File: config.mk
export PLATFORM = sky130hd
export DESIGN_NAME = sys_ctrl
export DESIGN_NICKNAME = d
export VERILOG_FILES = /design/src/hw/board_pkg.sv /design/src/hw/sys_ctrl.sv
export SDC_FILE = /design/constraint.sdc
export NUM_CORES = 1
export LEC_CHECK = 0
export ABC_AREA = 0
export BUFFER_PORTS_ARGS = -buffer_cell sky130_fd_sc_hd__buf_2
export CORE_MARGIN = 2
export CORE_UTILIZATION = 26
export CTS_BUF_LIST = sky130_fd_sc_hd__clkbuf_16
export CTS_CLUSTER_SIZE = 30
export DETAILED_ROUTE_END_ITERATION = 10
export GPL_TIMING_DRIVEN = 0
export MAX_ROUTING_LAYER = met4
export PLACE_DENSITY_LB_ADDON = 0.15
export SLEW_MARGIN = 10
export SYNTH_ARGS = -nofsm -noshare
export SYNTH_HDL_FRONTEND = slang
export SYNTH_SLANG_ARGS = --single-unit
File: constraint.sdc
create_clock -name clk50 -period 1.62 [get_ports clk50]
set_input_delay 0.081 -clock clk50 [delete_from_list [all_inputs] [get_ports clk50]]
set_output_delay 0.081 -clock clk50 [all_outputs]
set_load 0.01 [all_outputs]
File: src/hw/board_pkg.sv
package board_pkg;

    localparam int ADDR_WIDTH   = 32;
    localparam int DATA_WIDTH   = 32;
    localparam int MEM_WORDS    = 256;
    localparam int BOOT_WORDS   = 16;
    localparam int RESET_CYCLES = 16;

    localparam int WORD_BYTES  = DATA_WIDTH / 8;
    localparam int BYTE_OFFSET = $clog2(WORD_BYTES);
    localparam int WORD_BITS   = $clog2(MEM_WORDS);  // RAM index width
    localparam int BOOT_IDX_W  = $clog2(BOOT_WORDS);
    localparam int RESET_CNT_W = $clog2(RESET_CYCLES + 1);

    // Byte address of a word
    function automatic logic [ADDR_WIDTH-1:0] word_addr(input int unsigned idx);
        return ADDR_WIDTH'(idx) << BYTE_OFFSET;
    endfunction

    // Word index taken from the address bits above the byte offset
    function automatic logic [WORD_BITS-1:0] word_index(input logic [ADDR_WIDTH-1:0] addr);
        return addr[BYTE_OFFSET +: WORD_BITS];
    endfunction

    // Boot image content, byte k of word i
    function automatic logic [7:0] boot_byte(input int unsigned word, input int unsigned k);
        return 8'(16 + 4 * word + k);
    endfunction

endpackage

File: src/hw/sys_ctrl.sv
`timescale 1ns/1ps

module sys_ctrl import board_pkg::*; (
    input  logic clk50,
    input  logic cpu_resetn,
    input  logic btnc,
    output logic rst,
    output logic pause_req
);

    logic [RESET_CNT_W-1:0] count_q;
    logic [1:0]             btnc_q;

    // Reset stretch, rst drops RESET_CYCLES edges after the button is released
    always_ff @(posedge clk50) begin
        if (!cpu_resetn) begin
            count_q <= '0;
            rst     <= 1'b1;
        end else begin
            if (count_q == RESET_CNT_W'(RESET_CYCLES)) begin
                rst <= 1'b0;
            end else begin
                count_q <= count_q + 1'b1;
            end
        end
    end

    // Two flop synchronizer for the pause button
    always_ff @(posedge clk50) begin
        if (!cpu_resetn) begin
            btnc_q <= '0;
        end else begin
            btnc_q <= {btnc_q[0], btnc};
        end
    end

    assign pause_req = btnc_q[1];

endmodule

# ---- Yosys cells after proc, flatten, opt, wreduce, memory -nomap -nowiden
# Index checks and enable logic that the tools add are counted.
# Widths: inputs -> output; s select.
dict set report totals {
  out_inout_bits 2
  input_bits 3
  elab_cells 5
  reg_bits 8
}
dict set report classes {
  addsub 1
  eq_ne 1
}
# cell count
set ops {}
lappend ops {{$add 5x1->5 const B} 1}
lappend ops {{$eq 5x5->1 const B} 1}

# ---- Depth between registers and ports, before layout
dict set report logic_depth {
  ltp_word 1
  mapped_depth 4
}

# ---- Worst setup path before layout
# No wires, ideal clock.
dict set report synth_path {
  path_kind {register to register}
  from {register count_q[0]}
  to {register count_q[3]}
  period_less_slack_ns 1.136
  stages_incl_launch_ff 5
  arrival_ns 1.049
  slack_ns 0.484
  path_cell_list {dfxtp_1 inv_1 ha_1 and4bb_4 nor4_4}
}
dict set report synth_between {
  elab_chain_len 1
  elab_cells_between_ends 2
  classes_between {add/sub (1); eq/ne (1)}
}
# element line
set synth_lines {}
lappend synth_lines {{from (decl)} sys_ctrl.sv:11} ;# logic [RESET_CNT_W-1:0] count_q;
lappend synth_lines {{from (signal assigned)} sys_ctrl.sv:23} ;# count_q <= count_q + 1'b1;
lappend synth_lines {{$add 5x1->5 / $eq 5x5->1 (equally long branches)} {sys_ctrl.sv:23, sys_ctrl.sv:20}}
# Several ways; a longest one is shown, not always the timed one.
# A chain may end at the register's enable or synchronous reset.

# ---- Final worst setup path
# Same ends and word-level chain as after synthesis.

==> results.ini <==
[global_routing]
grt_max_degree=11
grt_pass1_vias=273
grt-ovfl-total=0
antenna_found_initial=0
grt_pass1_wl_mm=1.11
grt_usage_pct=11.4

[placement]
dp_hpwl_um=476
finalWeightedCongestion=0.632
portBuffers=4

[logic_synthesis]
synth_cell_types=16
synthesis.nets=39
synth_compound_gate_area_share_pct=4.23
synth_xor_area_share_pct=2.46
syn_inst=34
ys_seq_area_share_pct=45.1
synthSimpleGateAreaFrac_pct=28.2
netlist_area_um2=355
yosysWarnings=0
synthAdderAreaFrac_pct=7.04
synth_top_family_by_area=simple AND/OR/NAND/NOR gates
yosys-mux-area-fraction_pct=8.45
synth-seq-cells=8
synth.avg_cell_area_um2=10.5

[clock_tree]
clock_sinks=8
cts_buffers=3
cts_tree=done
insertion_delay_ps=230
ctsHoldBuffers=0
cts-root-buf=clkbuf_16
cts_buffer_depth=2
htree_levels=1
ctsResizeCount=0
clk_pin_slew_ps=30
post_cts_buffers=0

[min_path]
holdPathEnd=btnc_q[0]
hold_class=in -> reg
whs_path_depth=2
min_from=btnc

[floorplan]
core_area_um2=1280
die_h_um=41.0
die_area_um2=1680
ios=5
start_util_pct=27.7
die_x_um=41.0
rows=13

[setup_path]
arrival_ps=1380
worstSetupStartpointType=flop
cp_num_buf_inv=1
path_class=reg -> reg
cp_top_family=simple AND/OR/NAND/NOR gates
regToRegSetupSlack_ps=390
required_ps=1760
endpoint_kind=flop
critPathSlowestCell=dfxtp_1
path_cells=inv_1, ha_1, and4bb_4, nor4_4
reg2reg_from=count_q[0]
reg2reg_to=count_q[3]
cp_max_fo=6
worst-r2r-cell-count=4
max_stage_delay_ps=410

[finish]
drive_gt1_share_pct=26.8
area_growth_pct=32.0
final_common_cell=dfxtp_1
nets=48
mostFrequentLayoutCells=dfxtp_1 (8), nand2_1 (4), buf_2 (4)
diodes=0

[drt]
antenna_left=0
route.detailed.drc=0
first_iter_violations=2
routed_wl_um=600
wire_per_inst_um=10.7
via_per_inst=4.46
drt_pass1_iterations=2
via_count=250

[sta]
final-hold-violation-count=0
setup_viol=0
fin_crit_ps=1230
setup_tns_ps=0
worst_pin_slew_ps=319
max_slew_margin_pct=78.5
whs_ps=64.4
slew_viol_final=0
fmax_mhz=810
clock_skew_ps=0.423
rsz0062_at_grt=no
fin_crit_sh_pct=76.2

[flow_run]
drv_cap=0

[pwr]
intPower_uw=540
vdd_drop_max_mv=0.640
power_density_nw_per_um2=1380
pwr-share-comb_pct=4.7
p_sw_uw=109
seqPwrFrac_pct=33.3
power_leakage_nw=0.197
clockPowerShare_pct=62.0
p_sw_share_pct=16.8

[outcome]
outcome=completed

==> through the flow <==
stage / instances / setup slack [ps] / util [%] / total power, mW / cell area [µm²]
4_1_cts: 56 / 377 / 36.5 / 0.661 / 469
5_1_grt: 56 / 298 / 36.5 / 0.686 / 469
2_1_floorplan: 34 / 484 / - / 0.240 / 355
3_3_place_gp: 53 / 419 / 30.7 / 0.248 / 394
6_report: 56 / 385 / 36.5 / 0.649 / 469
3_5_place_dp: 53 / 384 / 30.7 / 0.250 / 394
==> area by class of cell <==
class                      instances  area, µm²
sequential                         8        160
tap                               15       18.8
inverter                           3       11.3
timing repair buffer               4       20.0
fill                             128        816
multi-input combinational         22        179
buffer                             1       5.00
clock buffer                       3       75.1
==> kinds of logic after synthesis <==
group | after synthesis
multiplexers | 3
XOR/XNOR | 1
flip-flops | 8
AND/OR/NAND/NOR | 13
buffers and inverters | 4
adder cells (fa/ha/maj) | 2
AO/OA/AOI/OAI | 3
==> synthesized netlist by cell type <==
master / number / area share [%]
and2_1: 2 / 3.5
nand2_1: 4 / 4.2
mux2i_1: 3 / 8.5
ha_1: 2 / 7.0
and4bb_4: 1 / 4.6
nor3b_1: 1 / 2.1
xnor2_1: 1 / 2.5
nand3_1: 1 / 1.4
and4_2: 1 / 2.8
a21oi_1: 1 / 1.4
dfxtp_1: 8 / 45
o21ai_0: 2 / 2.8
inv_1: 3 / 3.2
nand2b_1: 2 / 3.5
clkbuf_2: 1 / 1.4
nor4_4: 1 / 6.0
==> power groups by stage <==
stage / combinational [mW] / clock, mW / sequential [mW]
finish: 0.0304 / 0.402 / 0.216
global route: 0.0367 / 0.432 / 0.217
CTS: 0.0312 / 0.413 / 0.216
floorplan: 0.0231 / 0 / 0.217
global placement: 0.0301 / 0 / 0.218
detailed placement: 0.0310 / 0 / 0.219
==> metal layers <==
metal	part of all wire [%]	up-vias	GRT usage, %	wire, µm
li1	-	130	-	-
met1	42	118	11.4	254
met2	55	2	19.1	331
met3	2.3	0	3.26	14
met4	0	0	7.50	0
met5	0	-	-	0
==> registers in the layout (all words and copies together), names as in the netlist <==
name     count
count_q      5
btnc_q       2
rst          1
==> how the worst max path moves through the flow <==
stage	cells after the start	to	start	slack [ps]
after floorplan	4	count_q[3]	count_q[0]	480
after global placement	4	count_q[3]	count_q[0]	420
after detailed placement	4	count_q[3]	count_q[0]	380
after CTS	4	count_q[3]	count_q[0]	380
after global routing	4	count_q[3]	count_q[0]	300
final	4	count_q[3]	count_q[0]	390
(Power assumes the default switching activity.)
