==> config.mk <==
export PLATFORM = sky130hd
export DESIGN_NAME = mem_viewer
export DESIGN_NICKNAME = d
export VERILOG_FILES = /design/src/hw/board_pkg.sv /design/src/hw/axil_pkg.sv /design/src/hw/mem_viewer.sv
export SDC_FILE = /design/constraint.sdc
export NUM_CORES = 1
export LEC_CHECK = 0
export BUFFER_PORTS_ARGS = -buffer_cell sky130_fd_sc_hd__clkbuf_2
export CAP_MARGIN = 5
export CORE_MARGIN = 2
export CORE_UTILIZATION = 38
export DETAILED_ROUTE_END_ITERATION = 10
export GPL_TIMING_DRIVEN = 1
export MAX_ROUTING_LAYER = met4
export PLACE_DENSITY = 0.9
export REMOVE_ABC_BUFFERS = 1
export SLEW_MARGIN = 40
export SYNTH_ARGS = -nofsm -noshare
export SYNTH_HDL_FRONTEND = slang
export SYNTH_SLANG_ARGS = --single-unit
==> constraint.sdc <==
create_clock -name clk50 -period 1.7 [get_ports clk50]
set_clock_uncertainty 0.1 [all_clocks]
set_input_delay 0.34 -clock clk50 [delete_from_list [all_inputs] [get_ports clk50]]
set_output_delay 0.34 -clock clk50 [all_outputs]
set_load 0.01 [all_outputs]
==> src/hw/board_pkg.sv <==
package board_pkg;

    localparam int ADDR_WIDTH   = 32;
    localparam int DATA_WIDTH   = 32;
    localparam int MEM_WORDS    = 256;
    localparam int BOOT_WORDS   = 16;
    localparam int RESET_CYCLES = 16;

    localparam int WORD_BYTES  = DATA_WIDTH / 8;
    localparam int BYTE_OFFSET = $clog2(WORD_BYTES);
    localparam int WORD_BITS   = $clog2(MEM_WORDS);  // RAM index width
    localparam int BOOT_IDX_W  = $clog2(BOOT_WORDS);
    localparam int RESET_CNT_W = $clog2(RESET_CYCLES + 1);

    // Byte address of a word
    function automatic logic [ADDR_WIDTH-1:0] word_addr(input int unsigned idx);
        return ADDR_WIDTH'(idx) << BYTE_OFFSET;
    endfunction

    // Word index taken from the address bits above the byte offset
    function automatic logic [WORD_BITS-1:0] word_index(input logic [ADDR_WIDTH-1:0] addr);
        return addr[BYTE_OFFSET +: WORD_BITS];
    endfunction

    // Boot image content, byte k of word i
    function automatic logic [7:0] boot_byte(input int unsigned word, input int unsigned k);
        return 8'(16 + 4 * word + k);
    endfunction

endpackage

==> src/hw/axil_pkg.sv <==
package axil_pkg;
    import board_pkg::*;

    // ######################################################################
    // Channel payloads, valid and ready travel beside them
    // ######################################################################

    typedef struct packed {
        logic [ADDR_WIDTH-1:0] addr;
        logic [2:0]            prot;
    } axil_aw_t;

    typedef struct packed {
        logic [DATA_WIDTH-1:0] data;
        logic [WORD_BYTES-1:0] strb;
    } axil_w_t;

    typedef struct packed {
        logic [1:0] resp;
    } axil_b_t;

    typedef struct packed {
        logic [ADDR_WIDTH-1:0] addr;
        logic [2:0]            prot;
    } axil_ar_t;

    typedef struct packed {
        logic [DATA_WIDTH-1:0] data;
        logic [1:0]            resp;
    } axil_r_t;

    localparam logic [1:0] RESP_OKAY = 2'b00;

endpackage

==> src/hw/mem_viewer.sv <==
`timescale 1ns/1ps

module mem_viewer import board_pkg::*, axil_pkg::*; (
    input  logic       clk50,
    input  logic       rst,
    input  logic       boot_done,
    input  logic       btnd,
    input  logic [7:0] sw,

    output logic       ar_valid,
    input  logic       ar_ready,
    output axil_ar_t   ar,

    input  logic       r_valid,
    output logic       r_ready,
    input  axil_r_t    r,

    output logic [7:0] led,
    output logic       view_busy
);

    logic [2:0] btnd_q;  // Two sync flops plus edge history
    logic       btnd_rise;
    logic [5:0] sel_q;   // Byte in [5:4], word in [3:0]
    logic       ar_valid_q;
    logic       start;

    assign btnd_rise = btnd_q[1] && !btnd_q[2];
    assign start     = btnd_rise && boot_done && !view_busy;

    always_ff @(posedge clk50) begin
        if (rst) begin
            btnd_q     <= '0;
            ar_valid_q <= 1'b0;
            view_busy  <= 1'b0;
            led        <= '0;
        end else begin
            btnd_q <= {btnd_q[1:0], btnd};
            if (start) begin
                view_busy  <= 1'b1;
                ar_valid_q <= 1'b1;
            end else if (ar_valid_q && ar_ready) begin
                ar_valid_q <= 1'b0;
            end
            if (r_valid && r_ready) begin
                if (r.resp == RESP_OKAY) begin
                    led       <= r.data[8*sel_q[5:4] +: 8];
                    view_busy <= 1'b0;
                end else begin
                    ar_valid_q <= 1'b1;  // Retry the read
                end
            end
        end
    end

    always_ff @(posedge clk50) begin
        if (start) sel_q <= sw[5:0];
    end

    assign ar_valid = ar_valid_q;
    assign ar.addr  = word_addr(sel_q[3:0]);
    assign ar.prot  = 3'b000;
    assign r_ready  = view_busy && !ar_valid_q;

endmodule

# ---- Yosys cells after proc, flatten, opt, wreduce, memory -nomap -nowiden
# Index checks and enable logic that the tools add are counted.
dict set report totals {
  in_bits 48
  out_inout_bits 46
  ff_bits 19
}
dict set report op_classes {
  reduce_logical 11
  muxes 7
  n_shift 1
}
# operator n
set ops {}
lappend ops {{32-bit by 6-bit variable part select with 8-bit output} 1}
lappend ops {{1-bit 2-to-1 mux} 7}
lappend ops {{1-bit logical AND} 6}
lappend ops {{1-bit zero test} 3}
lappend ops {{2-bit zero test} 1}
lappend ops {{2-bit AND reduction} 1}

# ---- Logic depth before layout (Yosys ltp)
# Gate-level depths: netlist of the first run.
dict set report logic_depth {
  word_depth 7
  depth_mapped 4
}

# ---- Least setup slack after synthesis of the first run
# OpenSTA, ideal clock, no wires.
dict set report synth_path {
  path_type {register to register}
  from {register view_busy}
  to {register sel_q[0], enable pin}
  setup_ps 314
  arrival_time_ps 876
  stages_incl_launch_ff 3
  path_slack_ps 410
  cell_sequence {dfxtp_1 > or3_1 > inv_1}
}
dict set report synth_via {
  elab_chain_len 2
}
# element line
set synth_lines {}
lappend synth_lines {{start: declaration} mem_viewer.sv:19} ;# output logic view_busy
lappend synth_lines {{start signal: assignment} mem_viewer.sv:35} ;# view_busy <= 1'b0;
lappend synth_lines {{start signal: assignment} mem_viewer.sv:40} ;# view_busy <= 1'b1;
lappend synth_lines {{start signal: assignment} mem_viewer.sv:48} ;# view_busy <= 1'b0;
lappend synth_lines {{1-bit zero test} mem_viewer.sv:29} ;# assign start = btnd_rise && boot_done && !view_busy;
lappend synth_lines {{1-bit logical AND} mem_viewer.sv:29}
lappend synth_lines {{via start} mem_viewer.sv:26} ;# logic start;
lappend synth_lines {{end signal: assignment} mem_viewer.sv:57} ;# if (start) sel_q <= sw[5:0];
lappend synth_lines {{end: declaration} mem_viewer.sv:24} ;# logic [5:0] sel_q;
# The timed path passes the listed nets, and every way through them passes these cells.
# A chain may end at the register's enable or synchronous reset.

# ---- Worst setup path in the final report of the first run
dict set report layout_path {
  from {register ar_valid_q (netlist: ar_valid)}
  to {output r_ready}
}
dict set report layout_via {
  elab_chain_len 2
}
# element line
set layout_lines {}
lappend layout_lines {{start: declaration} mem_viewer.sv:25} ;# logic ar_valid_q;
lappend layout_lines {{start signal: assignment} mem_viewer.sv:34} ;# ar_valid_q <= 1'b0;
lappend layout_lines {{start signal: assignment} mem_viewer.sv:41} ;# ar_valid_q <= 1'b1;
lappend layout_lines {{start signal: assignment} mem_viewer.sv:43} ;# ar_valid_q <= 1'b0;
lappend layout_lines {{1-bit zero test} mem_viewer.sv:63} ;# assign r_ready = view_busy && !ar_valid_q;
lappend layout_lines {{1-bit logical AND} mem_viewer.sv:63}
lappend layout_lines {{end: declaration} mem_viewer.sv:15} ;# output logic r_ready,
# Every way passes these cells.

==> metrics.txt, run 1 <==
number of top-level pins=94; Crit Path Class=reg -> out; largest vdd supply drop=0.000429 V; via/cell ratio=4.46; count of flip-flops with a built-in enable after synthesis=6; share of Yosys cell area claimed by the top area cell type=23.8%; CTS tree=done; buffer levels on the longest clock path=2; number of setup buffers added after CTS=0; root buffer cell=sky130_fd_sc_hd__clkbuf_4; number of antenna violations at the first check in global routing=0; wire length of the first global-routing pass=3280 um; final standard cell area without fillers=1330 um2; vias in the first global route=779; largest cells by area after synthesis=sky130_fd_sc_hd__buf_4 24%, sky130_fd_sc_hd__dfxtp_1 24%, sky130_fd_sc_hd__edfxtp_1 16%, sky130_fd_sc_hd__mux4_2 16%, sky130_fd_sc_hd__o2bb2ai_1 6.4%; number of routed nets with antenna violations=0; synthesized-area fraction occupied by xor and xnor cells=0%; Die H=57.9 um; dpl cell area=1300 um2; area of the core=2760 um2; count of unique library cells instantiated by Yosys=21; number of standard cells after synthesis=96; maximum number of pins on one net before global-route repair=13; worst hold slack=107 ps; residual overflow from global routing=0; worst hold path type=in -> reg; setup repair after global routing missed its margin=false; upper clock frequency limit=678 MHz; Inserted Clock Buffers=3; Residual DRC=0; number of antenna diodes=0; ratio of cells with drive above 1 in the final layout=49.4%; largest family of logic cells by synthesized area=buffers and inverters; outcome=complete, no violations; Initial Utilization=40.0%; critical path endpoint category=output port; area of the mapped netlist=1100 um2; WP data arrival=1030 ps; Synth Area in Compound Gates=8.74%; Post-CTS Hold Fix Bufs=0; total detailed-routing wirelength=2110 um; most instantiated cells after synthesis=35 x sky130_fd_sc_hd__buf_4, 13 x sky130_fd_sc_hd__dfxtp_1, 8 x sky130_fd_sc_hd__inv_1, 8 x sky130_fd_sc_hd__mux4_2, 8 x sky130_fd_sc_hd__o2bb2ai_1; die footprint=3350 um2; routed wire length per instance=11.3 um; final clock period utilization by the worst path=86.7%; Placement Rows=19; Horiz. Die Dim=57.9 um; max_cap viols=0; share of the core filled with cells=48.1%; total iterations of the first detailed-routing run=3; routability congestion estimate from global placement=0.677; number of max-slew violations in the final report=0; area grow syn2layout=20.4%; Req. time, crit path=1260 ps; Avg Cell Area, Syn=11.5 um2; sink count of the clock tree=19; post-synthesis cell type with the largest combined area=sky130_fd_sc_hd__buf_4; number of failing setup endpoints in the final timing report=0; Lkg Pwr=0.679 nW; DRC violation total after the first TritonRoute iteration=5; post-synthesis register bit count=19; Port-buffer cells=60; Gates resized, CTS repair=0; Post-Synth Simple-Gate Area=6.24%; combined global-route utilization of all metal layers=13.5%; clock insertion delay at the later pin of the skew report=300 ps; area share of fa/ha/maj cells after synthesis=0%; share of the yosys chip area belonging to registers=40.0%; aggregate negative setup slack=0 ps; final worst path period need=1470 ps; library cell with the highest instance count after synthesis=sky130_fd_sc_hd__buf_4; worst-path maximum fanout=4; DP HPWL=1820 um; CP Launch Type=register; FFs w/ async S/R, synth=0%; layout net count=205; number of warnings reported in the yosys synthesis log=0; Post-synth top flop=sky130_fd_sc_hd__dfxtp_1; H-tree levels=1; Hold Violations, Final=0; vias after detailed routing=834; PD cells=646 nW/um2; multiplexer fraction of the synthesized cell area=16.3%; clock transition at the registers of the reported paths=110 ps
## cells by family after synthesis
family,Yosys count
AO/OA/AOI/OAI,11
buffers and inverters,46
flip-flops,19
multiplexers,8
other,1
AND/OR/NAND/NOR,11
## where the power goes
part / internal, mW / switching [mW]
sequential: 0.476 / 0.00447
clock: 0.0895 / 0.151
combinational: 0.0685 / 0.0684
## layer usage
| layer | share of wire (%) | track usage [%] | routed length (um) |
|---|---|---|---|
| met4 | 0 | 0.997 | 0 |
| met1 | 35 | 13.1 | 747 |
| met2 | 50 | 24.8 | 1060 |
| met3 | 14 | 6.92 | 301 |
| met5 | 0 | - | 0 |
## state kept, by name, summed over array words and instances, names as in the netlist
signal,flops
sel_q,6
led,8
ar_valid,1
view_busy,1
btnd_q,3
## cells in the final DEF, fill, tap and decap left out
| cell | instances |
|---|---|
| sky130_fd_sc_hd__a31oi_1 | 1 |
| sky130_fd_sc_hd__nand2b_1 | 1 |
| sky130_fd_sc_hd__clkbuf_4 | 3 |
| sky130_fd_sc_hd__inv_1 | 8 |
| sky130_fd_sc_hd__mux4_2 | 8 |
| sky130_fd_sc_hd__o2bb2ai_1 | 8 |
| sky130_fd_sc_hd__nand2_1 | 1 |
| sky130_fd_sc_hd__clkinvlp_4 | 1 |
| sky130_fd_sc_hd__conb_1 | 31 |
| sky130_fd_sc_hd__nor2b_1 | 3 |
| sky130_fd_sc_hd__nand3b_1 | 1 |
| sky130_fd_sc_hd__buf_4 | 3 |
| sky130_fd_sc_hd__nor2_1 | 2 |
| sky130_fd_sc_hd__edfxtp_1 | 6 |
| sky130_fd_sc_hd__a31oi_2 | 1 |
| sky130_fd_sc_hd__or3_1 | 1 |
| sky130_fd_sc_hd__dfxtp_1 | 13 |
| sky130_fd_sc_hd__nand4b_1 | 1 |
| sky130_fd_sc_hd__o21a_1 | 1 |
| sky130_fd_sc_hd__clkinv_1 | 1 |
| sky130_fd_sc_hd__clkbuf_2 | 60 |
| sky130_fd_sc_hd__and2b_4 | 1 |
## worst max-delay path, stage by stage (launching register included)
cell	delay [ps]
sky130_fd_sc_hd__dfxtp_1	340
sky130_fd_sc_hd__and2b_4	270
sky130_fd_sc_hd__clkbuf_2	130
## final cells by class
| class | instances | area, um2 |
|---|---|---|
| Tap cell | 31 | 38.8 |
| Clock buffer | 3 | 22.5 |
| Clock inverter | 1 | 7.51 |
| Timing Repair Buffer | 63 | 323 |
| Sequential cell | 19 | 440 |
| Inverter | 9 | 33.8 |
| Multi-Input combinational cell | 61 | 462 |
| Fill cell | 294 | 1430 |
## final timing paths
check             cells past startpoint         to      start  slack (ps)
setup / recovery                      2    r_ready   ar_valid         230
setup reg to reg                      4     led[2]   sel_q[4]         320
hold reg to reg                       1  btnd_q[1]  btnd_q[0]         360
hold / removal                        1   sel_q[2]      sw[2]         110
## through the flow
step | power [mW] | setup slack (ps) | std cells
after global routing | 0.904 | 167 | 187
final | 0.857 | 226 | 187
after CTS | 0.874 | 202 | 187
after floorplan | 0.562 | 241 | 89
after global placement | 0.624 | 272 | 183
after detailed placement | 0.628 | 259 | 183
(Power assumes the default switching activity.)
==> run 2: changes to the inputs <==
--- a/config.mk
+++ b/config.mk
@@ -12,7 +12,7 @@
 export DETAILED_ROUTE_END_ITERATION = 10
 export GPL_TIMING_DRIVEN = 1
 export MAX_ROUTING_LAYER = met4
-export PLACE_DENSITY = 0.9
+export PLACE_DENSITY = 0.77
 export REMOVE_ABC_BUFFERS = 1
 export SLEW_MARGIN = 40
 export SYNTH_ARGS = -nofsm -noshare
==> metrics.txt, run 2 (synthesized netlist as in run 1, its figures left out) <==
area of the core=2760 um2; CP Launch Type=register; sequential cell area in the final layout=440 um2; highest cell delay on the worst timing path=340 ps; total iterations of the first detailed-routing run=2; ratio of cells with drive above 1 in the final layout=48.1%; Slowest-stage cell, CP=sky130_fd_sc_hd__dfxtp_1; sink count of the clock tree=19; dpl cell area=1290 um2; final worst setup slack=239 ps; transition time at the pin with the least slew margin=516 ps; WP data arrival=1020 ps; Inserted Clock Buffers=3; number of antenna violations at the first check in global routing=0; Largest register FFs=8; area grow syn2layout=19.9%; Top Registers=led: 8 flops, sel_q: 6 flops, btnd_q: 3 flops; Hold Violations, Final=0; final standard cell area without fillers=1320 um2; number of top-level pins=94; outcome=complete, no violations; number of failing setup endpoints in the final timing report=0; wire length of the first global-routing pass=3440 um; number of routed nets with antenna violations=0; Crit Path Class=reg -> out; upper clock frequency limit=685 MHz; H-tree levels=1; Req. time, crit path=1260 ps; maximum number of pins on one net before global-route repair=11; DRC violation total after the first TritonRoute iteration=22; max_cap viols=0; clock insertion delay at the later pin of the skew report=280 ps; worst setup slack after placement=168 ps; total detailed-routing wirelength=2090 um; aggregate negative setup slack=0 ps; Gates resized, CTS repair=0; Filler Cells Inserted=273; worst-path maximum fanout=4; Horiz. Die Dim=57.9 um; final clock period utilization by the worst path=85.9%; crit path cell chain=and2b_4 > clkbuf_2; DP HPWL=1850 um; clock transition at the registers of the reported paths=100 ps; setup repair after global routing missed its margin=false; buffer levels on the longest clock path=2; Post-CTS Hold Fix Bufs=0; Die H=57.9 um; critical path endpoint category=output port; largest register by flop count=led; routed wire length per instance=11.3 um; share of the core filled with cells=47.9%; most common cell after layout, fill and taps aside=sky130_fd_sc_hd__clkbuf_2; relative max-transition margin=65.5%; Lkg Pwr=0.676 nW; vias after detailed routing=822; routability congestion estimate from global placement=0.669; vias in the first global route=840; worst hold path type=in -> reg; number of max-slew violations in the final report=0; number of setup buffers added after CTS=0; final worst path period need=1460 ps; root buffer cell=sky130_fd_sc_hd__clkbuf_4; number of antenna diodes=0; Residual DRC=0; residual overflow from global routing=0; via/cell ratio=4.44; layout net count=203; top library cells by usage in the layout, fill and taps aside=60 x sky130_fd_sc_hd__clkbuf_2, 31 x sky130_fd_sc_hd__conb_1, 13 x sky130_fd_sc_hd__dfxtp_1; multi-input logic area=462 um2; combined global-route utilization of all metal layers=13.7%; PD cells=630 nW/um2; largest vdd supply drop=0.000500 V; Initial Utilization=40.0%; die footprint=3350 um2; Placement Rows=19; CTS tree=done; Port-buffer cells=60
run 2: cell count changes in the layout (fill, tap and decap cells not counted), sizes merged:
cell,delta
buf,-2
clkbuf,+1
clkinvlp,-1
run 2: power breakdown:
part / switching (mW) / internal, mW
combinational: 0.0674 / 0.0679
clock: 0.126 / 0.0910
sequential: 0.00508 / 0.475
run 2: critical path: cells and delay by family (launching register included):
kind,cells,cell delay (ps)
AND/OR/NAND/NOR,1,270
buffers and inverters,1,130
flip-flops,1,340
run 2: final timing paths:
check | start | slack [ps] | cells past startpoint | end
setup / recovery | ar_valid | 240 | 2 | r_ready
hold / removal | sw[2] | 120 | 1 | sel_q[2]
setup reg to reg | sel_q[4] | 270 | 4 | led[4]
hold reg to reg | btnd_q[0] | 360 | 1 | btnd_q[1]
run 2: area by class of cell:
type / instances / area share, %
Clock buffer: 4 / 1.99
Inverter: 9 / 2.56
Multi-Input combinational cell: 61 / 34.9
Sequential cell: 19 / 33.3
Tap cell: 31 / 2.94
Timing Repair Buffer: 61 / 24.2
run 2: layer usage:
metal  track usage, %  share of wire (%)
met1             14.4                 36
met2             24.8                 50
met3             4.02                 14
met4             3.99                  0
met5                -                  0
run 2: through the flow:
stage | instances | hold slack (ps) | power [mW]
finish | 185 | 122 | 0.833
global route | 185 | 91.6 | 0.890
CTS | 185 | 113 | 0.844
detailed placement | 181 | 350 | 0.627
global placement | 181 | 319 | 0.622
floorplan | 89 | 309 | 0.562
