### config.mk
export PLATFORM = sky130hd
export DESIGN_NAME = boot_loader
export DESIGN_NICKNAME = d
export VERILOG_FILES = /design/src/hw/board_pkg.sv /design/src/hw/axil_pkg.sv /design/src/hw/boot_loader.sv
export SDC_FILE = /design/constraint.sdc
export NUM_CORES = 1
export LEC_CHECK = 0
export BUFFER_PORTS_ARGS = -buffer_cell sky130_fd_sc_hd__buf_2
export CAP_MARGIN = 20
export CORE_ASPECT_RATIO = 1.2
export CORE_MARGIN = 1.5
export CORE_UTILIZATION = 35
export CTS_CLUSTER_SIZE = 10
export DETAILED_ROUTE_END_ITERATION = 8
export PLACE_DENSITY = 0.79
export SYNTH_ARGS = -nofsm -noshare
export SYNTH_HDL_FRONTEND = slang
export SYNTH_SLANG_ARGS = --single-unit
### constraint.sdc
create_clock -name clk50 -period 1.8 [get_ports clk50]
set_clock_uncertainty 0.2 [all_clocks]
set_input_delay 0.36 -clock clk50 [delete_from_list [all_inputs] [get_ports clk50]]
set_output_delay 0.36 -clock clk50 [all_outputs]
set_load 0.05 [all_outputs]
### src/hw/board_pkg.sv
package board_pkg;

    localparam int ADDR_WIDTH   = 32;
    localparam int DATA_WIDTH   = 32;
    localparam int MEM_WORDS    = 256;
    localparam int BOOT_WORDS   = 16;
    localparam int RESET_CYCLES = 16;

    localparam int WORD_BYTES  = DATA_WIDTH / 8;
    localparam int BYTE_OFFSET = $clog2(WORD_BYTES);
    localparam int WORD_BITS   = $clog2(MEM_WORDS);  // RAM index width
    localparam int BOOT_IDX_W  = $clog2(BOOT_WORDS);
    localparam int RESET_CNT_W = $clog2(RESET_CYCLES + 1);

    // Byte address of a word
    function automatic logic [ADDR_WIDTH-1:0] word_addr(input int unsigned idx);
        return ADDR_WIDTH'(idx) << BYTE_OFFSET;
    endfunction

    // Word index taken from the address bits above the byte offset
    function automatic logic [WORD_BITS-1:0] word_index(input logic [ADDR_WIDTH-1:0] addr);
        return addr[BYTE_OFFSET +: WORD_BITS];
    endfunction

    // Boot image content, byte k of word i
    function automatic logic [7:0] boot_byte(input int unsigned word, input int unsigned k);
        return 8'(16 + 4 * word + k);
    endfunction

endpackage

### src/hw/axil_pkg.sv
package axil_pkg;
    import board_pkg::*;

    // ######################################################################
    // Channel payloads, valid and ready travel beside them
    // ######################################################################

    typedef struct packed {
        logic [ADDR_WIDTH-1:0] addr;
        logic [2:0]            prot;
    } axil_aw_t;

    typedef struct packed {
        logic [DATA_WIDTH-1:0] data;
        logic [WORD_BYTES-1:0] strb;
    } axil_w_t;

    typedef struct packed {
        logic [1:0] resp;
    } axil_b_t;

    typedef struct packed {
        logic [ADDR_WIDTH-1:0] addr;
        logic [2:0]            prot;
    } axil_ar_t;

    typedef struct packed {
        logic [DATA_WIDTH-1:0] data;
        logic [1:0]            resp;
    } axil_r_t;

    localparam logic [1:0] RESP_OKAY = 2'b00;

endpackage

### src/hw/boot_loader.sv
`timescale 1ns/1ps

module boot_loader import board_pkg::*, axil_pkg::*; (
    input  logic     clk50,
    input  logic     rst,

    output logic     aw_valid,
    input  logic     aw_ready,
    output axil_aw_t aw,

    output logic     w_valid,
    input  logic     w_ready,
    output axil_w_t  w,

    input  logic     b_valid,
    output logic     b_ready,
    input  axil_b_t  b,

    output logic     boot_done
);

    typedef enum logic [1:0] {
        ST_IDLE,
        ST_SEND,
        ST_RESP,
        ST_DONE
    } state_t;

    state_t                state_q;
    logic [BOOT_IDX_W-1:0] word_q;
    logic                  aw_valid_q;
    logic                  w_valid_q;
    logic                  aw_left;
    logic                  w_left;

    // Channel still owes a handshake after this edge
    assign aw_left = aw_valid_q && !aw_ready;
    assign w_left  = w_valid_q && !w_ready;

    always_ff @(posedge clk50) begin
        if (rst) begin
            state_q    <= ST_IDLE;
            word_q     <= '0;
            aw_valid_q <= 1'b0;
            w_valid_q  <= 1'b0;
            boot_done  <= 1'b0;
        end else begin
            case (state_q)
                ST_IDLE: begin
                    aw_valid_q <= 1'b1;
                    w_valid_q  <= 1'b1;
                    state_q    <= ST_SEND;
                end
                ST_SEND: begin
                    if (aw_ready) aw_valid_q <= 1'b0;
                    if (w_ready) w_valid_q <= 1'b0;
                    if (!aw_left && !w_left) state_q <= ST_RESP;
                end
                ST_RESP: begin
                    if (b_valid) begin
                        if (b.resp != RESP_OKAY) begin  // Resend the same word
                            aw_valid_q <= 1'b1;
                            w_valid_q  <= 1'b1;
                            state_q    <= ST_SEND;
                        end else if (word_q == BOOT_IDX_W'(BOOT_WORDS - 1)) begin
                            boot_done <= 1'b1;
                            state_q   <= ST_DONE;
                        end else begin
                            word_q     <= word_q + 1'b1;
                            aw_valid_q <= 1'b1;
                            w_valid_q  <= 1'b1;
                            state_q    <= ST_SEND;
                        end
                    end
                end
                default: ;  // ST_DONE holds until reset
            endcase
        end
    end

    always_comb begin
        aw.addr = word_addr(word_q);
        aw.prot = 3'b000;
        for (int k = 0; k < WORD_BYTES; k++) begin
            w.data[8*k +: 8] = boot_byte(word_q, k);
        end
        w.strb = '1;  // Full word writes only
    end

    assign aw_valid = aw_valid_q;
    assign w_valid  = w_valid_q;
    assign b_ready  = (state_q == ST_RESP);

endmodule

# Yosys cells after proc, flatten, opt, wreduce, memory -nomap -nowiden
# Cells that the tools add are included.
[classes] add_sub_neg=5 n_eq_ne=8 n_mux=12 n_bitwise=2 reduce_logical=15
[ops] cell="$reduce_and 4->1" n=4
[ops] cell="$add 7x2->8 const B" n=1
[ops] cell="$add 8x1->8 const B" n=1
[ops] cell="$add 8x2->8 const B" n=1
[ops] cell="$mux 2" n=4
[ops] cell="$ne 2x2->1 const B" n=4
[ops] cell="$add 5x6->7 const A" n=1
[ops] cell="$pmux 1 s3" n=2
[ops] cell="$pmux 2 s3" n=1
[ops] cell="$mux 1" n=5
[ops] cell="$add 4x1->4 const B" n=1
[ops] cell="$eq 4x4->1 const B" n=1
[ops] cell="$logic_not 1->1" n=4
[ops] cell="$logic_and 1x1->1" n=3
[ops] cell="$ne 3x3->1 const B" n=1
[ops] cell="$reduce_and 3->1" n=1
[ops] cell="$reduce_bool 3->1" n=1
[ops] cell="$eq 2x1->1 const B" n=1
[ops] cell="$eq 2x2->1 const B" n=1
[ops] cell="$logic_not 2->1" n=1
[ops] cell="$not 1->1" n=2
[ops] cell="$reduce_bool 2->1" n=1
[word_totals] reg_bits=9 inputBits=7 output_inout_bits=75 elab_cells=47

# Depth between registers and ports, before layout
# Gate-level depths: netlist (run 1).
[logic_depth] depth_word=6 mapped_depth=6 ltp_nobuf=6

# Worst setup path after synthesis (run 1)
# OpenSTA, ideal clock, no wires.
[synth_path] kind="register to register" startpoint="reg word_q[3]" endpoint="reg state_q[1]" setup_time_ns=0.070 t_arrival_ns=2.069 required_time_ns=1.530 path_slack_ns=-0.539 path_stages_with_launch=5 n_path_buf=0 synth_period_minus_slack_ns=2.339 path_cell_list="dfxtp_1 > ha_1 > a31oi_1 > or4_1 > a21oi_1"
[synth_via] elab_chain_len=5
[synth_lines] element="start: declaration" line="boot_loader.sv:30" text="logic [BOOT_IDX_W-1:0] word_q;"
[synth_lines] element="start signal: assignment" line="boot_loader.sv:69" text="word_q <= word_q + 1'b1;"
[synth_lines] element="$eq 4x4->1" line="boot_loader.sv:65" text="end else if (word_q == BOOT_IDX_W'(BOOT_WORDS - 1)) begin"
[synth_lines] element="$mux 2" line="boot_loader.sv:65"
[synth_lines] element="$mux 2" line="boot_loader.sv:61" text="if (b.resp != RESP_OKAY) begin"
[synth_lines] element="$mux 2" line="boot_loader.sv:60" text="if (b_valid) begin"
[synth_lines] element="$pmux 2 s3" line="boot_loader.sv:48" text="case (state_q)"
[synth_lines] element="end signal: assignment" line="boot_loader.sv:52" text="state_q <= ST_SEND;"
[synth_lines] element="end signal: assignment" line="boot_loader.sv:64" text="state_q <= ST_SEND;"
[synth_lines] element="end signal: assignment" line="boot_loader.sv:67" text="state_q <= ST_DONE;"
[synth_lines] element="end: declaration" line="boot_loader.sv:29" text="state_t state_q;"
# No other way between the ends. The select of a mux whose other input is x is not followed.
# A chain may end at the register's enable or synchronous reset.

# Worst setup path in the final report (run 1)
[layout_path] startpoint="reg state_q[0]" endpoint="reg state_q[1]"
[layout_via] elab_chain_len=3
[layout_lines] element="start signal: assignment" line="boot_loader.sv:42" text="state_q <= ST_IDLE;"
[layout_lines] element="start signal: assignment" line="boot_loader.sv:52"
[layout_lines] element="start signal: assignment" line="boot_loader.sv:57" text="if (!aw_left && !w_left) state_q <= ST_RESP;"
[layout_lines] element="$eq 2x1->1 (tied with other cells)" line="boot_loader.sv:48"
[layout_lines] element="$ne 2x2->1 (no source line) / $reduce_bool 3->1 (equally long branches)"
[layout_lines] element="$reduce_and 3->1 (no source line)"
# Several ways; a longest one is shown, not always the timed one.

==> results of run 1 <==
==> cell usage in the layout (no fill, tap or decap), types with 3 or more instances in the layout <==
cell      instances
a21oi_1           3
buf_2            34
buf_4             4
clkbuf_4          3
conb_1           47
dfxtp_1           3
dfxtp_2           5
ha_1              4
inv_1             4
nand3_1           4
nor2_1            5
==> cells in the mapped netlist (all sizes together) (2+ instances only) <==
cell type	number
a21oi	4
nand3	4
xor2	2
ha	6
inv	5
nand4	2
dfxtp	9
buf	64
o21ai	2
nand2b	2
nor2	5
a31o	2
conb	2
==> worst max path at each step <==
stage	startpoint	end	slack [ns]	depth (start not counted)
detailed placement	state_q[0]	state_q[1]	0.03	6
finish	state_q[0]	state_q[1]	0.02	6
CTS	state_q[0]	state_q[1]	0.02	6
floorplan	state_q[0]	state_q[1]	-0.06	6
global route	state_q[0]	state_q[1]	-0.06	6
global placement	state_q[0]	state_q[1]	0.09	6
==> critical path, delay by kind of cell (launching register included) <==
kind / cells / cell delay [ns]
and+or+nand+nor: 2 / 0.74
DFF: 1 / 0.35
AOI/OAI and AO/OA: 2 / 0.24
adders and majority gates: 1 / 0.12
buffers and inverters: 1 / 0.06
==> flip-flops by register name, summed over array words and instances, names as in the netlist <==
name / count
aw_valid: 1
w_valid: 1
state_q: 2
word_q: 4
boot_done: 1
==> metal layers <==
metal,up-vias,part of all wire (%)
met5,-,0
met4,0,1.8
met3,2,13
met2,52,48
met1,289,37
li1,328,-
==> cell type report <==
type,count,area [µm²],area share (%)
flip-flops and latches,9,190,19.4
clock buffers,4,26.3,2.68
well taps,33,41.3,4.21
inverters,5,18.8,1.91
repair buffers,38,200,20.4
multi-input cells,88,504,51.4
==> cells by family (layout without fill, tap and decap cells) <==
logic type               Yosys count  after routing  share of synthesized area (%)
AO/OA/AOI/OAI                     11             11                           6.95
XOR/XNOR                           3              3                           2.66
adder cells (fa/ha/maj)            6              6                           7.59
buffers and inverters             70             47                           50.8
flip-flops                         9              9                           18.2
multiplexers                       1              1                           1.01
other                              2             47                          0.759
AND/OR/NAND/NOR                   20             20                           12.0
==> stage by stage <==
step                      std cells  worst slack [ns]
final                           177            0.0224
after global routing            177           -0.0572
after CTS                       174            0.0166
after detailed placement        170            0.0341
after global placement          170            0.0869
after floorplan                 167           -0.0601
==> power by group <==
group          leakage [µW]  switching [µW]  internal (µW)
Clock             0.0000150            70.0           85.4
Combinational      0.000490             312           65.4
Sequential        0.0000767            18.0            221
==> repair_timing <==
item / in CTS / in global routing
setup endpoints to repair: 0 / 1
endpoints found under the hold margin: 0 / 0
setup buffers: 0 / 3
gates resized for setup: 0 / 2
hold buffers: 0 / 0
==> impl_metrics.ini, run 1 <==
[floorplanning]
rows = 20
die_area_mm2 = 0.00316
io_pins = 82
initial_core_util_pct = 38.0
coreArea_mm2 = 0.00260
die_x_um = 51.5
die_y_um = 61.3

[sta]
final.period_utilization_pct = 98.8
whs_ns = 0.173
clock.fmax_mhz = 563
period_needed_ns = 1.78
setup-violations-final = 0
rsz0062_at_grt = true
hold_violations = 0
slew_viol_final = 0
final.setup.tns_ns = 0

[drt]
routed_via_density = 3.79
drt.antenna.violating_nets = 0
vias = 671
drt-wirelength-per-cell_um = 8.25
drcViolationCount = 0
drt_iter0_drc = 1
drtPass1Iterations = 3
wirelength_mm = 1.46

[worst_setup_path]
reg2reg_depth = 6
slowest_delay_ns = 0.54
crit_type = flip-flop to flip-flop
crit_fanout = 4
critPathCaptureType = flip-flop
crit_required_ns = 1.79
path_cells = inv_2 > ha_4 > nor3b_4 > a31oi_1 > or4_1 > a21oi_2
rrSetupSlack_ns = 0.02
start_kind = flip-flop
worstReg2RegEnd = state_q[1]
cpMaxStageDelayCell = or4_1
r2r-start = state_q[0]
cp.arrival_ns = 1.77

[synth]
synth_cell_types = 26
syn_area_um2 = 990
synthCells = 122
postSynth.asyncResetShare_pct = 0
yosys.area.top_type = buf_4
synth_edf_count = 0
synth_ff_type = dfxtp_1
avgSynthCellArea_um2 = 8.11
synth.ff_latch_count = 9
yosys.area.top_type_share_pct = 48.5
yosysSeqAreaShare_pct = 18.2
synthTopCellsByArea = buf_4, dfxtp_1, ha_1, a21oi_1, nand3_1
yosysWarnings = 0

[min_path]
hp-class = primary input to flip-flop
worstHoldEndpoint = state_q[1]
whs_path_depth = 2
hold_path_startpoint = rst

[finish]
fin_util_pct = 37.7
layout.nets = 158
syn_to_final_growth_pct = -0.885
final_layout_size_suffix_gt1_share_pct = 37.5
fill_cells = 289
antenna_cells = 0
final_area_um2 = 981

[global_routing]
grt_pass1_wl_mm = 2.00
grt_most_used_layer = met2
grt_max_degree = 10
grt.overflow.total = 0
grt_use_met1_pct = 9.79
met3_usage_pct = 2.43
grt.total_usage_pct = 8.89
gr-usage-met2_pct = 13.6
antenna_found_initial = 0
grt_pass1_vias = 487

[placement]
dp_hpwl_mm = 1.21
gp_congestion = 0.706
placed_area_um2 = 926
numPortBuffers = 34

[power]
powerDensity_mw_per_mm2 = 787
finalPower_uw = 772
vdd_ir_drop_max_mv = 0.299
p_leak_uw = 0.000581

[clock_tree]
cts_buffer_depth = 2
cts_buffers = 3
root_buffer = clkbuf_4
path_clk_slew_ns = 0.06
numClockSinks = 9
cts_tree = yes
htreeDepth = 1
insertion_delay_ns = 0.26

[status]
status = finished, final reports clean

[job]
cap_violations = 0
No activity file was read; power rests on OpenSTA's default activity.
==> inputs of run 2 (changes only) <==
--- a/config.mk
+++ b/config.mk
@@ -11,4 +11,5 @@
 export CORE_MARGIN = 1.5
 export CORE_UTILIZATION = 35
+export CTS_CLUSTER_DIAMETER = 60
 export CTS_CLUSTER_SIZE = 10
 export DETAILED_ROUTE_END_ITERATION = 8
==> constraint.sdc (replaced) <==
create_clock -name clk50 -period 1.8 [get_ports clk50]
set_clock_uncertainty 0.2 [all_clocks]
set_input_delay 0.18 -clock clk50 [delete_from_list [all_inputs] [get_ports clk50]]
set_output_delay 0.18 -clock clk50 [all_outputs]
set_load 0.05 [all_outputs]
==> impl_metrics.ini, run 2 (synthesis results as in run 1) <==
[status]
status = complete, but fails checks
violations = hold timing

[drt]
wl_met1_um = 577
wirelength_mm = 1.46
vias = 661
routed_via_density = 3.80
drt_iter0_drc = 0
drtPass1Iterations = 1
top_layer = met4
drcViolationCount = 0
wl_met2_um = 662
drt-wirelength-per-cell_um = 8.41
drt.antenna.violating_nets = 0
wl_met3_um = 184

[sta]
hold_violations = 1
clock.fmax_mhz = 563
period_needed_ns = 1.78
slew_viol_final = 0
rsz0062_at_grt = true
whs_ns = -0.00792
final.setup.tns_ns = 0
final.period_utilization_pct = 98.6
setup-violations-final = 0

[placement]
dp_hpwl_mm = 1.23
numPortBuffers = 34
gp_congestion = 0.721
dp_cells = 170

[worst_setup_path]
critPathTopFamily = simple AND/OR/NAND/NOR gates
slowest_delay_ns = 0.52
start_kind = flip-flop
crit_fanout = 5
r2r-start = state_q[0]
rrSetupSlack_ns = 0.02
worstReg2RegEnd = state_q[1]
cp-startpoint = state_q[0]
cp.arrival_ns = 1.77
critPathCaptureType = flip-flop
crit_required_ns = 1.79
crit_type = flip-flop to flip-flop
crit_buf_inv = 1
path_cells = inv_2 > ha_4 > nor3b_4 > a31oi_1 > or4_1 > a21oi_2
cpMaxStageDelayCell = or4_1
reg2reg_depth = 6

[clock_tree]
path_clk_slew_ns = 0.06
root_buffer = clkbuf_4
cts_buffer_depth = 2
cts_buffers = 3
post_cts_resize_count = 0
cts_tree = yes
postCtsHoldBufs = 0
postCtsSetupRepairBufs = 0
insertion_delay_ns = 0.26
htreeDepth = 1
numClockSinks = 9

[floorplanning]
die_area_mm2 = 0.00316
rows = 20
initial_core_util_pct = 38.0
io_pins = 82
die_y_um = 61.3
coreArea_mm2 = 0.00260
die_x_um = 51.5

[global_routing]
grt_pass1_wl_mm = 2.03
grt_pass1_vias = 484
grt.total_usage_pct = 9.04
grt.overflow.total = 0
grt_max_degree = 10
antenna_found_initial = 0

[finish]
fin_cells = 174
layout.nets = 155
largest_reg_flops = 4
reg_top3 = word_q: 4 flops, state_q: 2 flops
syn_to_final_growth_pct = -3.41
final_common_cell = conb_1
antenna_cells = 0
mostFrequentLayoutCells = conb_1, buf_2, dfxtp_2, nor2_1
final_layout_size_suffix_gt1_share_pct = 36.2
top_register = word_q

[power]
powerDensity_mw_per_mm2 = 797
seqPwrFrac_pct = 31.4
p_clk_share_pct = 20.5
power_frac_comb_pct = 48.1
sw_frac_of_total_pct = 52.4
power.switching_uw = 399
p_leak_uw = 0.000565
finalPower_uw = 762
p_int_uw = 363
vdd_ir_drop_max_mv = 0.367

[job]
cap_violations = 0

[min_path]
hp-class = primary input to flip-flop
whs_path_depth = 2
hold_path_startpoint = rst
worstHoldEndpoint = state_q[1]
[run 2: changes by cell type in the layout (fill, tap and decap cells not counted)]
cell,delta
dfxtp_2,+1
buf_4,-3
dfxtp_4,-1
[run 2: how the worst max path moves through the flow]
stage | to | slack (ns) | cells after the start
6_report | state_q[1] | 0.02 | 6
5_1_grt | state_q[1] | -0.07 | 6
4_1_cts | state_q[1] | 0.02 | 6
3_5_place_dp | state_q[1] | 0.04 | 6
3_3_place_gp | state_q[1] | 0.09 | 6
2_1_floorplan | state_q[1] | -0.06 | 6
[run 2: layout make-up]
cell class                 instances  area (µm²)
timing repair buffer              35         178
inverter                           5        18.8
clock buffer                       4        26.3
tap                               33        41.3
sequential                         9         188
multi-input combinational         88         504
fill                             273        1650
[run 2: power by group through the flow]
| stage | registers [µW] | clock network [µW] | logic (µW) |
|---|---|---|---|
| floorplan | 277 | 0 | 375 |
| global placement | 243 | 0 | 361 |
| detailed placement | 244 | 0 | 364 |
| CTS | 239 | 164 | 364 |
| global route | 242 | 173 | 391 |
| finish | 239 | 156 | 366 |
[run 2: stage by stage]
step | cell area, µm² | setup slack, ns | hold WS (ns) | util (%)
after global placement | 926 | 0.0873 | 0.248 | 35.6
final | 956 | 0.0244 | -0.00792 | 36.7
after global routing | 956 | -0.0742 | 0.00928 | 36.7
after CTS | 952 | 0.0178 | 0.000668 | 36.6
after detailed placement | 926 | 0.0386 | 0.262 | 35.6
after floorplan | 1190 | -0.0601 | 0.121 | -
[run 2: layer usage]
metal | track usage [%] | up-vias
li1 | - | 321
met1 | 10.1 | 282
met2 | 14.8 | 54
met3 | 1.70 | 4
met4 | 7.89 | 0
met5 | 0 | -
==> inputs of run 3 (changes only) <==
--- a/config.mk
+++ b/config.mk
@@ -10,9 +10,9 @@
 export CORE_ASPECT_RATIO = 1.2
 export CORE_MARGIN = 1.5
-export CORE_UTILIZATION = 35
+export CORE_UTILIZATION = 39
 export CTS_CLUSTER_DIAMETER = 60
 export CTS_CLUSTER_SIZE = 10
 export DETAILED_ROUTE_END_ITERATION = 8
-export PLACE_DENSITY = 0.79
+export PLACE_DENSITY = 0.83
 export SYNTH_ARGS = -nofsm -noshare
 export SYNTH_HDL_FRONTEND = slang
==> constraint.sdc (replaced) <==
create_clock -name clk50 -period 1.9 [get_ports clk50]
set_clock_uncertainty 0.2 [all_clocks]
set_input_delay 0.095 -clock clk50 [delete_from_list [all_inputs] [get_ports clk50]]
set_output_delay 0.095 -clock clk50 [all_outputs]
set_load 0.05 [all_outputs]
==> impl_metrics.ini, run 3 (synthesis results as in run 1) <==
[floorplanning]
coreArea_mm2 = 0.00235
initial_core_util_pct = 42.1
die_x_um = 49.0
die_area_mm2 = 0.00285
rows = 19
die_y_um = 58.2
io_pins = 82

[global_routing]
antenna_found_initial = 0
grt_max_degree = 10
gr-usage-met2_pct = 15.7
grt_most_used_layer = met2
grt_pass1_wl_mm = 2.14
grt_use_met1_pct = 11.9
grt.overflow.total = 0
met3_usage_pct = 2.58
grt.total_usage_pct = 10.5
grt_pass1_vias = 507

[worst_setup_path]
cpMaxStageDelayCell = or4_1
crit_fanout = 6
start_kind = flip-flop
crit_type = flip-flop to flip-flop
crit_buf_inv = 1
critPathCaptureType = flip-flop
slowest_delay_ns = 0.51
crit_required_ns = 1.90
critPathTopFamily = simple AND/OR/NAND/NOR gates
cp.arrival_ns = 1.81
path_cells = inv_2 > ha_4 > nor3b_4 > a31oi_1 > or4_1 > a21oi_1

[finish]
syn_to_final_growth_pct = 0.632
reg_top3 = word_q: 4 flops, state_q: 2 flops
fin_util_pct = 42.3
mostFrequentLayoutCells = conb_1, buf_2, nor2_1, dfxtp_2
fin_cells = 177
final_area_um2 = 996
antenna_cells = 0
layout.nets = 160
final_layout_size_suffix_gt1_share_pct = 34.2
final_common_cell = conb_1
top_register = word_q
largest_reg_flops = 4

[power]
p_leak_uw = 0.000587
powerDensity_mw_per_mm2 = 737
vdd_ir_drop_max_mv = 0.334

[sta]
clock.fmax_mhz = 552
hold_violations = 0
final.setup.tns_ns = 0
setup-violations-final = 0
slew_viol_final = 0
fin_ws_ns = 0.0892
period_needed_ns = 1.81
final.period_utilization_pct = 95.3

[clock_tree]
cts_buffer_depth = 2
insertion_delay_ns = 0.27
path_clk_slew_ns = 0.06
root_buffer = clkbuf_4
cts_buffers = 3
cts_tree = yes
numClockSinks = 9
htreeDepth = 1

[placement]
dp_slack_ns = 0.0613
gp_congestion = 0.819
dp_cells = 168
placed_area_um2 = 921
dp_hpwl_mm = 1.22
numPortBuffers = 34

[drt]
drt.antenna.violating_nets = 0
routed_via_density = 3.88
wirelength_mm = 1.52
drtPass1Iterations = 4
vias = 686
drcViolationCount = 0
drt_iter0_drc = 7
drt-wirelength-per-cell_um = 8.58

[status]
status = finished, final reports clean

[min_path]
hp-class = primary input to flip-flop

[job]
cap_violations = 0
## run 3: worst paths after layout
check / start / endpoint / slack [ns] / depth (start not counted)
max: state_q[0] / state_q[1] / 0.09 / 6
min: b[0] / word_q[2] / 0.06 / 5
min reg2reg: boot_done / boot_done / 0.28 / 2
max reg2reg: state_q[0] / state_q[1] / 0.09 / 6
## run 3: layout make-up
class,count,area [µm²]
clock buffer,4,26.3
fill,265,1360
inverter,5,18.8
multi-input combinational,88,500
sequential,9,186
tap,31,38.8
timing repair buffer,40,225
## run 3: worst min-delay path, delay by kind of cell
family	cells	cell delay [ns]
xor gates and xnor gates	1	0.07
buffers and inverters	1	0.10
and+or+nand+nor	3	0.23
## run 3: stage by stage
| step | hold slack, ns | total power, µW |
|---|---|---|
| after detailed placement | 0.188 | 579 |
| after global placement | 0.182 | 577 |
| final | 0.0595 | 734 |
| after floorplan | 0.0357 | 616 |
| after global routing | 0.104 | 776 |
| after CTS | 0.0522 | 741 |
## run 3: power by group
part | internal, µW | switching [µW] | leakage [µW]
Combinational | 63.4 | 299 | 0.000495
Sequential | 207 | 14.1 | 0.0000761
Clock | 81.1 | 69.5 | 0.0000150
Total | 351 | 383 | 0.000587
## run 3: what timing repair did
| item | CTS | global route |
|---|---|---|
| setup endpoints to repair | 0 | 1 |
| hold buffers | 4 | 0 |
| endpoints found under the hold margin | 9 | 0 |
| resized for setup | 0 | 1 |
| buffers inserted | 0 | 1 |
## run 3: layer usage
| layer | wire [µm] | vias to the layer above |
|---|---|---|
| li1 | - | 329 |
| met1 | 581 | 297 |
| met2 | 725 | 55 |
| met3 | 155 | 5 |
| met4 | 57 | 0 |
| met5 | 0 | - |
